[config.mk]
export PLATFORM = sky130hd
export DESIGN_NAME = rpeak_detect_top
export DESIGN_NICKNAME = d
export VERILOG_FILES = /design/src/source/ecg_types_pkg.sv /design/src/source/rpeak_ctrl_pkg.sv /design/src/source/rpeak_window_decode.sv /design/src/source/rpeak_lane_search.sv /design/src/source/rpeak_select.sv /design/src/source/rpeak_detect_top.sv
export VERILOG_INCLUDE_DIRS = /design/src /design/src/source
export SDC_FILE = /design/constraint.sdc
export NUM_CORES = 1
export LEC_CHECK = 0
export ABC_AREA = 1
export BUFFER_PORTS_ARGS = -buffer_cell sky130_fd_sc_hd__buf_2
export CORE_UTILIZATION = 45
export CTS_CLUSTER_DIAMETER = 150
export DETAILED_ROUTE_END_ITERATION = 10
export PLACE_DENSITY = 0.61
export SLEW_MARGIN = 0
export SYNTH_ARGS = -nofsm -noshare
export SYNTH_HDL_FRONTEND = slang
export SYNTH_SLANG_ARGS = --single-unit
[constraint.sdc]
create_clock -name clk -period 3.6 [get_ports clk]
set_clock_uncertainty 0.2 [all_clocks]
set_input_delay 0.18 -clock clk [delete_from_list [all_inputs] [get_ports clk]]
set_output_delay 0.18 -clock clk [all_outputs]
set_load 0.02 [all_outputs]
[src/source/rpeak_params.svh]
// widths assume 12-bit level-3 positions at most 4095 so every limit fits the 15-bit index
`ifndef RPEAK_PARAMS_SVH
`define RPEAK_PARAMS_SVH

// full-rate ecg sample, two's complement
`define RPEAK_SAMPLE_W 16

// decimated wavelet position from the upstream stage
`define RPEAK_POS_W 12

// full-rate sample index inside one frame
`define RPEAK_IDX_W 15

// level-3 decimation, one position covers 8 samples
`define RPEAK_DECIM_SHIFT 3

// most negative sample, start value of every lane maximum
`define RPEAK_PEAK_INIT {1'b1, {(`RPEAK_SAMPLE_W - 1){1'b0}}}

`endif

[src/source/ecg_types_pkg.sv]
// data types only; their widths come from the macro header, which must be on the include path
`include "rpeak_params.svh"

package ecg_types_pkg;

	// signed ecg sample as delivered on the taps
	typedef logic signed [`RPEAK_SAMPLE_W-1:0] sample_t;

	// decimated position, level-3 resolution
	typedef logic [`RPEAK_POS_W-1:0] pos_t;

	// full-rate sample index, counted from zero each frame
	typedef logic [`RPEAK_IDX_W-1:0] idx_t;

endpackage

[src/source/rpeak_ctrl_pkg.sv]
// control encodings only; both enums are 2 bits and the unused codes are never produced

package rpeak_ctrl_pkg;

	// how the qrs window is searched for this frame
	typedef enum logic [1:0] {
		MODE_NONE,
		MODE_SERIAL,
		MODE_PARALLEL
	} search_mode_e;

	// per-lane progress through the sample stream
	typedef enum logic [1:0] {
		LANE_IDLE,
		LANE_WAIT,
		LANE_SCAN,
		LANE_DONE
	} lane_state_e;

endpackage

[src/source/rpeak_window_decode.sv]
// positions are captured once per frame; a new frame needs enable or search_go to drop first
`timescale 1ns/1ps
`include "rpeak_params.svh"

module rpeak_window_decode
	import ecg_types_pkg::*, rpeak_ctrl_pkg::*;
(
	input  logic         clk,
	input  logic         nReset,
	input  logic         enable,
	input  logic         search_go,
	input  pos_t         min_pos,
	input  pos_t         max_pos,
	input  pos_t         min_pos_n,
	input  pos_t         max_pos_n,
	output search_mode_e mode,
	output idx_t         lo_a,
	output idx_t         hi_a,
	output idx_t         lo_b,
	output idx_t         hi_b,
	output logic         lane_run_a,
	output logic         lane_run_b
);

	logic         go;
	logic         active;
	logic         run_a_q;
	logic         run_b_q;
	search_mode_e mode_d;

	// last full-rate sample covered by a decimated position
	function automatic idx_t expand(input pos_t p);
		idx_t wide;
		wide = idx_t'(p) + idx_t'(1);
		return (wide << `RPEAK_DECIM_SHIFT) - idx_t'(1);
	endfunction

	assign go = enable && search_go;

	always_comb
	begin
		if (min_pos < max_pos)
			mode_d = MODE_SERIAL;
		else if ((min_pos > max_pos) && (min_pos_n != '0) && (max_pos_n != '0))
			mode_d = MODE_PARALLEL;
		else
			mode_d = MODE_NONE;
	end

	always_ff @(posedge clk or negedge nReset)
	begin
		if (!nReset)
		begin
			active  <= 1'b0;
			mode    <= MODE_NONE;
			run_a_q <= 1'b0;
			run_b_q <= 1'b0;
			lo_a    <= '0;
			hi_a    <= '0;
			lo_b    <= '0;
			hi_b    <= '0;
		end
		else if (!go)
		begin
			active  <= 1'b0;
			mode    <= MODE_NONE;
			run_a_q <= 1'b0;
			run_b_q <= 1'b0;
			lo_a    <= '0;
			hi_a    <= '0;
			lo_b    <= '0;
			hi_b    <= '0;
		end
		else if (!active)
		begin
			// frame start
			active <= 1'b1;
			mode   <= mode_d;
			case (mode_d)
				MODE_SERIAL:
				begin
					lo_a <= expand(min_pos);
					hi_a <= expand(max_pos);
					lo_b <= '0;
					hi_b <= '0;
				end
				MODE_PARALLEL:
				begin
					// lane a from the secondary minimum, lane b up to the secondary maximum
					lo_a <= expand(min_pos_n);
					hi_a <= expand(max_pos);
					lo_b <= expand(min_pos);
					hi_b <= expand(max_pos_n);
				end
				default:
				begin
					lo_a <= '0;
					hi_a <= '0;
					lo_b <= '0;
					hi_b <= '0;
				end
			endcase
		end
		else
		begin
			run_a_q <= (mode != MODE_NONE);
			run_b_q <= (mode == MODE_PARALLEL);
		end
	end

	// run drops with go so the lanes clear on the following edge
	assign lane_run_a = run_a_q && go;
	assign lane_run_b = run_b_q && go;

endmodule

[src/source/rpeak_lane_search.sv]
// one sample per cycle with no back-pressure; an empty window (lo above hi) reports the start value
`timescale 1ns/1ps
`include "rpeak_params.svh"

module rpeak_lane_search
	import ecg_types_pkg::*, rpeak_ctrl_pkg::*;
(
	input  logic    clk,
	input  logic    nReset,
	input  logic    run,
	input  idx_t    lo,
	input  idx_t    hi,
	input  sample_t tap,
	output sample_t peak,
	output idx_t    peak_idx,
	output logic    searching,
	output logic    done
);

	lane_state_e state;
	idx_t        cnt;
	idx_t        cnt_next;
	sample_t     base;
	logic        in_win;
	logic        take;

	assign cnt_next = cnt + idx_t'(1);

	always_comb
	begin
		// first sampling edge compares against the most negative value
		if (state == LANE_IDLE)
			base = `RPEAK_PEAK_INIT;
		else
			base = peak;
		in_win = (cnt >= lo) && (cnt <= hi);
		// strictly greater, so an equal sample later on keeps the earlier index
		take = run && (state != LANE_DONE) && in_win && (tap > base);
	end

	always_ff @(posedge clk or negedge nReset)
	begin
		if (!nReset)
		begin
			state    <= LANE_IDLE;
			cnt      <= '0;
			peak     <= '0;
			peak_idx <= '0;
		end
		else if (!run)
		begin
			state    <= LANE_IDLE;
			cnt      <= '0;
			peak     <= '0;
			peak_idx <= '0;
		end
		else if (state != LANE_DONE)
		begin
			cnt <= cnt_next;
			if (take)
			begin
				peak     <= tap;
				peak_idx <= cnt;
			end
			else if (state == LANE_IDLE)
			begin
				peak     <= `RPEAK_PEAK_INIT;
				peak_idx <= '0;
			end

			if (cnt == hi)
				state <= LANE_DONE;
			else if (cnt_next >= lo)
				state <= LANE_SCAN;
			else
				state <= LANE_WAIT;
		end
	end

	// stall level towards the sample memory
	assign searching = run && (state != LANE_DONE);
	assign done      = run && (state == LANE_DONE);

endmodule

[src/source/rpeak_select.sv]
// done levels must hold until the frame ends; outputs clear on the edge after they fall
`timescale 1ns/1ps

module rpeak_select
	import ecg_types_pkg::*, rpeak_ctrl_pkg::*;
(
	input  logic         clk,
	input  logic         nReset,
	input  search_mode_e mode,
	input  logic         done_a,
	input  logic         done_b,
	input  sample_t      peak_a,
	input  sample_t      peak_b,
	input  idx_t         idx_a,
	input  idx_t         idx_b,
	output sample_t      r_peak,
	output idx_t         r_peak_pos,
	output logic         r_peak_found
);

	logic req_done;
	logic pick_a;

	always_comb
	begin
		case (mode)
			MODE_SERIAL:   req_done = done_a;
			MODE_PARALLEL: req_done = done_a && done_b;
			default:       req_done = 1'b0;
		endcase
		// ties go to lane b
		pick_a = (mode == MODE_SERIAL) || (peak_a > peak_b);
	end

	always_ff @(posedge clk or negedge nReset)
	begin
		if (!nReset)
		begin
			r_peak       <= '0;
			r_peak_pos   <= '0;
			r_peak_found <= 1'b0;
		end
		else if (req_done)
		begin
			r_peak_found <= 1'b1;
			if (pick_a)
			begin
				r_peak     <= peak_a;
				r_peak_pos <= idx_a;
			end
			else
			begin
				r_peak     <= peak_b;
				r_peak_pos <= idx_b;
			end
		end
		else
		begin
			r_peak       <= '0;
			r_peak_pos   <= '0;
			r_peak_found <= 1'b0;
		end
	end

endmodule

[src/source/rpeak_detect_top.sv]
// search_a and search_b are advisory stall levels; tap_a and tap_b must deliver a sample every cycle
`timescale 1ns/1ps

module rpeak_detect_top
	import ecg_types_pkg::*, rpeak_ctrl_pkg::*;
(
	input  logic    clk,
	input  logic    nReset,
	input  logic    enable,
	input  logic    search_go,
	input  pos_t    min_pos,
	input  pos_t    max_pos,
	input  pos_t    min_pos_n,
	input  pos_t    max_pos_n,
	input  sample_t tap_a,
	input  sample_t tap_b,
	output sample_t r_peak,
	output idx_t    r_peak_pos,
	output logic    r_peak_found,
	output logic    search_a,
	output logic    search_b,
	output logic    serial_mode,
	output logic    parallel_mode
);

	search_mode_e mode;
	idx_t         lo_a;
	idx_t         hi_a;
	idx_t         lo_b;
	idx_t         hi_b;
	logic         run_a;
	logic         run_b;
	sample_t      peak_a;
	sample_t      peak_b;
	idx_t         idx_a;
	idx_t         idx_b;
	logic         done_a;
	logic         done_b;

	rpeak_window_decode decode_i (
		.clk        (clk),
		.nReset     (nReset),
		.enable     (enable),
		.search_go  (search_go),
		.min_pos    (min_pos),
		.max_pos    (max_pos),
		.min_pos_n  (min_pos_n),
		.max_pos_n  (max_pos_n),
		.mode       (mode),
		.lo_a       (lo_a),
		.hi_a       (hi_a),
		.lo_b       (lo_b),
		.hi_b       (hi_b),
		.lane_run_a (run_a),
		.lane_run_b (run_b)
	);

	rpeak_lane_search lane_a_i (
		.clk       (clk),
		.nReset    (nReset),
		.run       (run_a),
		.lo        (lo_a),
		.hi        (hi_a),
		.tap       (tap_a),
		.peak      (peak_a),
		.peak_idx  (idx_a),
		.searching (search_a),
		.done      (done_a)
	);

	// second lane only runs in parallel mode
	rpeak_lane_search lane_b_i (
		.clk       (clk),
		.nReset    (nReset),
		.run       (run_b),
		.lo        (lo_b),
		.hi        (hi_b),
		.tap       (tap_b),
		.peak      (peak_b),
		.peak_idx  (idx_b),
		.searching (search_b),
		.done      (done_b)
	);

	rpeak_select select_i (
		.clk          (clk),
		.nReset       (nReset),
		.mode         (mode),
		.done_a       (done_a),
		.done_b       (done_b),
		.peak_a       (peak_a),
		.peak_b       (peak_b),
		.idx_a        (idx_a),
		.idx_b        (idx_b),
		.r_peak       (r_peak),
		.r_peak_pos   (r_peak_pos),
		.r_peak_found (r_peak_found)
	);

	assign serial_mode   = (mode == MODE_SERIAL);
	assign parallel_mode = (mode == MODE_PARALLEL);

endmodule

# After elaboration in Yosys (flattened, before gate mapping)
# Index checks and enable logic that the tools add are counted.
[totals]
ff_bits = 193
latchBits = 0
mem_bits_rw = 0
rom_bits = 0
in_bits = 84
output_inout_bits = 36
elab_cells = 136
memories = 0
[classes]
n_addsub = 10
multipliers = 0
div = 0
magnitude_cmp = 11
eq_ne = 16
shifts = 0
muxes = 55
n_bitwise = 0
n_reduce_logical = 25
[op_table]
columns = ["op", "count"]
rows = [
  ["two-way mux 15 bit", 25],
  ["two-way mux 16 bit", 10],
  ["greater-or-equal comparator 15 bit", 4],
  ["subtractor 15 x 1 -> 15 bit, second input constant", 4],
  ["adder 12 x 1 -> 12 bit, second input constant", 4],
  ["greater-than comparator 16 bit", 3],
  ["adder 15 x 1 -> 15 bit, second input constant", 2],
  ["equality test 15 bit", 2],
  ["<= comparator 15 bit", 2],
  ["one-hot mux 15 bit (2 select lines)", 1],
  ["two-way mux 2 bit", 12],
  ["nonzero test 12 bit", 2],
  ["logical AND 1 bit", 16],
  ["greater-than comparator 12 bit", 1],
  ["< comparator 12 bit", 1],
  ["inequality test 2 bit, second input constant", 6],
  ["equality test 2 bit, second input constant", 4],
  ["two-way mux 1 bit", 6],
  ["inequality test 3 bit, second input constant", 2],
  ["equality test 2 x 1 -> 1 bit, second input constant", 2],
  ["logical NOT 2 bit", 2],
  ["AND reduction 2 bit", 2],
  ["one-hot mux 1 bit (2 select lines)", 1],
  ["nonzero test 2 bit", 1],
  ["other kinds (2)", 2],
]

# Logic depth before layout (Yosys ltp)
[depth]
ltp_word = 10
ltp_mapped = 20
depth_no_buf = 18

# Modules after synthesis
# Synthesis repeated with hierarchy kept, for this count alone.
[hier_totals]
cells_unflattened = 2049
area_unflattened_um2 = 14602.8
[by_module_without_submodules]
columns = ["mod", "n_inst", "cells_each", "area_per_inst_um2"]
rows = [
  ["rpeak_lane_search", 2, 526, 3893.7],
  ["rpeak_window_decode", 1, 719, 4748.3],
  ["rpeak_select", 1, 274, 2052.0],
  ["rpeak_detect_top", 1, 4, 15.0],
]

# Worst setup path after synthesis
# No wires, ideal clock.
[synth_timing]
kind = "register -> register"
startpoint = "register lane_b_i.state[1]"
endpoint = "register lane_b_i.peak_idx[0]"
arrival_ps = 2365
t_required_ps = 3277
slack_ps = 912
stages_incl_launch_ff = 15
path_buffers = 2
synth_period_minus_slack_ps = 2688
path_cell_list = "dfrtp_1 nor2_1 clkbuf_1 nor2_1 inv_1 ha_1 a21oi_1 nand2_1 a21oi_1 a21oi_1 nor2_4 nand2_4 buf_6 nand3_1 o21ai_2"
[synth_via]
elab_chain_cells = 7
elab_cells_between_ends = 13
cone_classes = "order compare: 1; eq/ne: 3; mux: 4; reduce/logical: 5"
[synth_lines]
columns = ["item", "line_no", "text"]
rows = [
  ["from (decl)", "rpeak_lane_search.sv:20", "lane_state_e state;"],
  ["from (signal assigned)", "rpeak_lane_search.sv:45", "state <= LANE_IDLE;"],
  ["from (signal assigned)", "rpeak_lane_search.sv:52", "state <= LANE_IDLE;"],
  ["from (signal assigned)", "rpeak_lane_search.sv:72", "state <= LANE_DONE;"],
  ["logical NOT 2 bit / inequality test 2 bit (equally long branches)", "-", ""],
  ["two-way mux 16 bit / logical AND 1 bit (equally long branches)", "rpeak_lane_search.sv:32, rpeak_lane_search.sv:38", ""],
  ["greater-than comparator 16 bit / logical AND 1 bit (equally long branches)", "rpeak_lane_search.sv:38", "take = run && (state != LANE_DONE) && in_win && (tap > base);"],
  ["logical AND 1 bit", "rpeak_lane_search.sv:38", ""],
  ["two-way mux 15 bit", "rpeak_lane_search.sv:60", "if (take)"],
  ["two-way mux 15 bit", "rpeak_lane_search.sv:57", "else if (state != LANE_DONE)"],
  ["two-way mux 15 bit", "rpeak_lane_search.sv:50", "else if (!run)"],
  ["to (signal assigned)", "rpeak_lane_search.sv:63", "peak_idx <= cnt;"],
  ["to (decl)", "rpeak_lane_search.sv:15", "output idx_t peak_idx,"],
]
# Parallel ways exist; a longest one is shown, timed or not. The select of a mux whose other input is x is not followed.
# A chain may end at the register's enable or synchronous reset.

# Worst setup path after layout
[layout_timing]
startpoint = "register lane_a_i.state[1]"
endpoint = "register lane_a_i.peak_idx[3]"
[layout_via]
elab_chain_cells = 7
elab_cells_between_ends = 13
cone_classes = "order compare: 1; eq/ne: 3; mux: 4; reduce/logical: 5"
[layout_lines]
columns = ["item", "line_no"]
rows = [
  ["from (decl)", "rpeak_lane_search.sv:20"],
  ["from (signal assigned)", "rpeak_lane_search.sv:45"],
  ["from (signal assigned)", "rpeak_lane_search.sv:52"],
  ["from (signal assigned)", "rpeak_lane_search.sv:72"],
  ["logical NOT 2 bit / inequality test 2 bit (equally long branches)", "-"],
  ["two-way mux 16 bit / logical AND 1 bit (equally long branches)", "rpeak_lane_search.sv:32, rpeak_lane_search.sv:38"],
  ["greater-than comparator 16 bit / logical AND 1 bit (equally long branches)", "rpeak_lane_search.sv:38"],
  ["logical AND 1 bit", "rpeak_lane_search.sv:38"],
  ["two-way mux 15 bit", "rpeak_lane_search.sv:60"],
  ["two-way mux 15 bit", "rpeak_lane_search.sv:57"],
  ["two-way mux 15 bit", "rpeak_lane_search.sv:50"],
  ["to (signal assigned)", "rpeak_lane_search.sv:63"],
  ["to (decl)", "rpeak_lane_search.sv:15"],
]
# Parallel ways exist; a longest one is shown, timed or not. The select of a mux whose other input is x is not followed.

==> results.md <==
- Status: complete, no violations
- Worst setup path class: flip-flop to flip-flop
- Synth top area cells: dfrtp_1, ha_1, nand2_1, inv_1, nor2_1
- Register area share after synthesis: between 30% and 40%
- Number of flops mapped to enable cells by yosys: 0
- Top-count cell post-synth: nand2_1
- Resized Gates After CTS: 0
- Initial antenna violation count: 0
- Reg2Reg Depth: 15
- Avg Inst Size Synth: between 7 and 8 um^2
- DRC violations left: 0
- Hold depth: 6
- Maximum clock frequency: 319 MHz
- Hold Path Class: input port to flip-flop
- Cell mode on critical path: nand2_1
- Leakage: 7.91 nW
- Place WS: 503 ps
- Input/output buffers: 119
- Max-slew headroom: 41.9%
- P per Cell Area: 309 mW/mm^2
- Synth cell types: 45
- Remaining antenna violation count: 0
- Sw Ratio: 29.2%
- R2R Path Start: lane_a_i.state[1]
- DRT Pass-1 Iters: 5
- Final wirelength: 36600 um
- Slowest CP cell: dfrtp_1
- Clk sinks: approximately 180
- #FFs+latches synth: 182
- Share of cells above drive strength 1: 12.5%
- Cts bufs inserted: 17
- P_sw: 1.44 mW
- Largest net degree at the start of global routing: 90
- Final worst-path cycle share: 87.0%
- Startpoint Class: flip-flop
- Max stage delay on crit path: 380 ps
- Hpwl dp: approximately 29000 um
- Drt wl/cell: roughly 15 um
- Peak supply drop: 214 uV
- Comb pwr share: 16.7%
- Final setup fails: 0
- Full die area: 0.0317 mm^2
- Final Non-Filler Cells: around 2500
- H-tree depth: 4
- Critical-path cell list: nor2_1 > buf_4 > nor2_1 > ha_1 > nand2_1 > inv_1 > nand3_1 > nor3_2 > nand2_1 > nand2_1 > nand2_1 > nand2_2 > nand2_4 > nand2_2 > o21ai_0
- Setup_tns: 0 ps
- Area grow syn2layout: 14.9%
- Worst-Margin Slew: between 800 and 900 ps
- All-Layer GR Usage: between 20% and 30%
- Int Power: 3.51 mW
- Number of global-route vias before repair: about 12000
- Top FF cell, synth: dfrtp_1
- Clock power share: 40.9%
- Placer Congestion: between 0.9 and 1
- MaxCap Viol Count: 0
- Clk Latency, worst-skew pair: 450 ps
- CTS tree: yes
- Setup crit end: lane_a_i.peak_idx[3]
- Postcts setup bufs: 0
- Width of the die: 178 um
- Min Tclk post-route: 3130 ps
- Tot Pwr: 4.95 mW
- CP endpoint kind: flip-flop
- Fin. Hold Viols: 0
- Vias per inst: 5.04
- Crit Path Max Fanout: 18
- Post-synth ARST share: 100%
- Yosys top cell area share: roughly a third
- Via Count: 12500
- Hold_buf cts: 45
- Largest area contributor in the netlist: dfrtp_1
- Synth warn: 0
- Worst EP arrival: 3240 ps
- Mapped Nets: 2159
- Post-synth top cells: nand2_1, inv_1, nor2_1
- Final Hold Slack: roughly 15 ps
- Vert. Die Dim: 178 um
- Final worst slack: 467 ps
- Placed Cells: about 2400
- Max-slew violations: 0
- Slack of the worst reg-to-reg path: approximately 470 ps
- Antenna cells: 0
- Worst Setup SP: lane_a_i.state[1]
- Post-Syn Instances: between 1500 and 2000
- Clock-pin slew on the worst setup and hold paths: 70 ps
- I/O pin total: 120
- Clock buffer depth: 2
- Sequential share of power: 42.4%
- Initial Utilization: 45.7%
- RSZ-0062 raised after global routing: false
- Core ar.: 0.0305 mm^2
- 1st-iter DRT viols: between 600 and 700
- Filler instances: 2980
- Congestion Overflow GR: 0
- # rows: 64
- Clock Root Buffer: clkbuf_16
- Syn Std Cell Area: 0.0139 mm^2
- Reg-to-Reg End: lane_a_i.peak_idx[3]
- Nets@finish: 2316
- CP Data Required Time: 3710 ps
- Global-route wire length before repair: 59700 um
stage by stage:
step / utilization (%) / cell area [um^2]
floorplan: - / 13900
global placement: 49.0 / 14900
detailed placement: 49.0 / 14900
CTS: 52.5 / 16000
global route: 52.5 / 16000
finish: 52.5 / 16000
layout by cell type (no fill, tap or decap), types with 25 or more instances in the layout:
master / netlist / layout
nand2_1: 470 / 469
inv_1: 299 / 299
nor2_1: 222 / 222
dfrtp_1: 182 / 182
ha_1: 157 / 157
buf_2: 15 / 118
nand3_1: 111 / 111
a21oi_1: 89 / 89
o21ai_0: 57 / 57
dlygate4sd3_1: 0 / 45
xor2_1: 44 / 44
o22ai_1: 42 / 42
nand4_1: 35 / 35
o21ai_2: 25 / 25
routing by layer:
| layer | vias to the layer above | track usage [%] | wire length [um] |
|---|---|---|---|
| li1 | 6475 | - | - |
| met1 | 5768 | 31.1 | 17300 |
| met2 | 231 | 42.1 | 17500 |
| met3 | 37 | 2.75 | 1140 |
| met4 | 0 | 6.59 | 670 |
| met5 | - | 0 | 0 |
final cells by class:
type	instances	area [um^2]	area share, %
Sequential cell	182	4550	28.4
Clock inverter	13	185	1.16
Timing Repair Buffer	177	1170	7.34
Tap cell	396	495	3.09
Inverter	311	1170	7.29
Multi-Input combinational cell	1386	8000	49.9
Clock buffer	18	439	2.74
state kept, by name (all words and copies together), names as in the netlist, 13 cells and up:
| signal | cells |
|---|---|
| lane_a_i.peak_idx | 15 |
| lane_b_i.cnt | 15 |
| lane_a_i.peak | 16 |
| lane_a_i.cnt | 15 |
| lane_b_i.peak | 16 |
| select_i.r_peak_pos | 15 |
| decode_i.hi_b | 13 |
| decode_i.hi_a | 13 |
| lane_b_i.peak_idx | 15 |
| select_i.r_peak | 16 |
worst min path at each step:
stage	startpoint	end	slack, ps
global placement	nReset	lane_a_i.peak[1]	120
global route	min_pos_n[11]	decode_i.lo_a[14]	50
floorplan	nReset	decode_i.active	-320
finish	max_pos[11]	decode_i.hi_a[14]	10
detailed placement	nReset	lane_a_i.peak[1]	110
CTS	max_pos[11]	decode_i.hi_a[14]	8
kinds of logic after synthesis:
group / synth area share, %
flip-flops: 32.7
AND/OR/NAND/NOR: 29.2
XOR/XNOR: 3.33
AO/OA/AOI/OAI: 10.7
adder cells (fa/ha/maj): 14.1
buffers and inverters: 9.99
critical path, delay by kind of cell, from the launching register on:
kind	cells	cell delay, ps
adders and majority gates	1	330
DFF	1	380
AOI/OAI and AO/OA	1	130
buffers and inverters	2	290
and+or+nand+nor	11	1660
power groups by stage:
stage | logic [mW] | registers, mW | clock network (mW)
6_report | 0.828 | 2.10 | 2.03
5_1_grt | 0.945 | 2.10 | 2.14
4_1_cts | 0.833 | 2.10 | 2.07
3_5_place_dp | 0.791 | 2.14 | 0
3_3_place_gp | 0.777 | 2.14 | 0
2_1_floorplan | 0.509 | 2.13 | 0
Power figures use the tool's default switching activity.
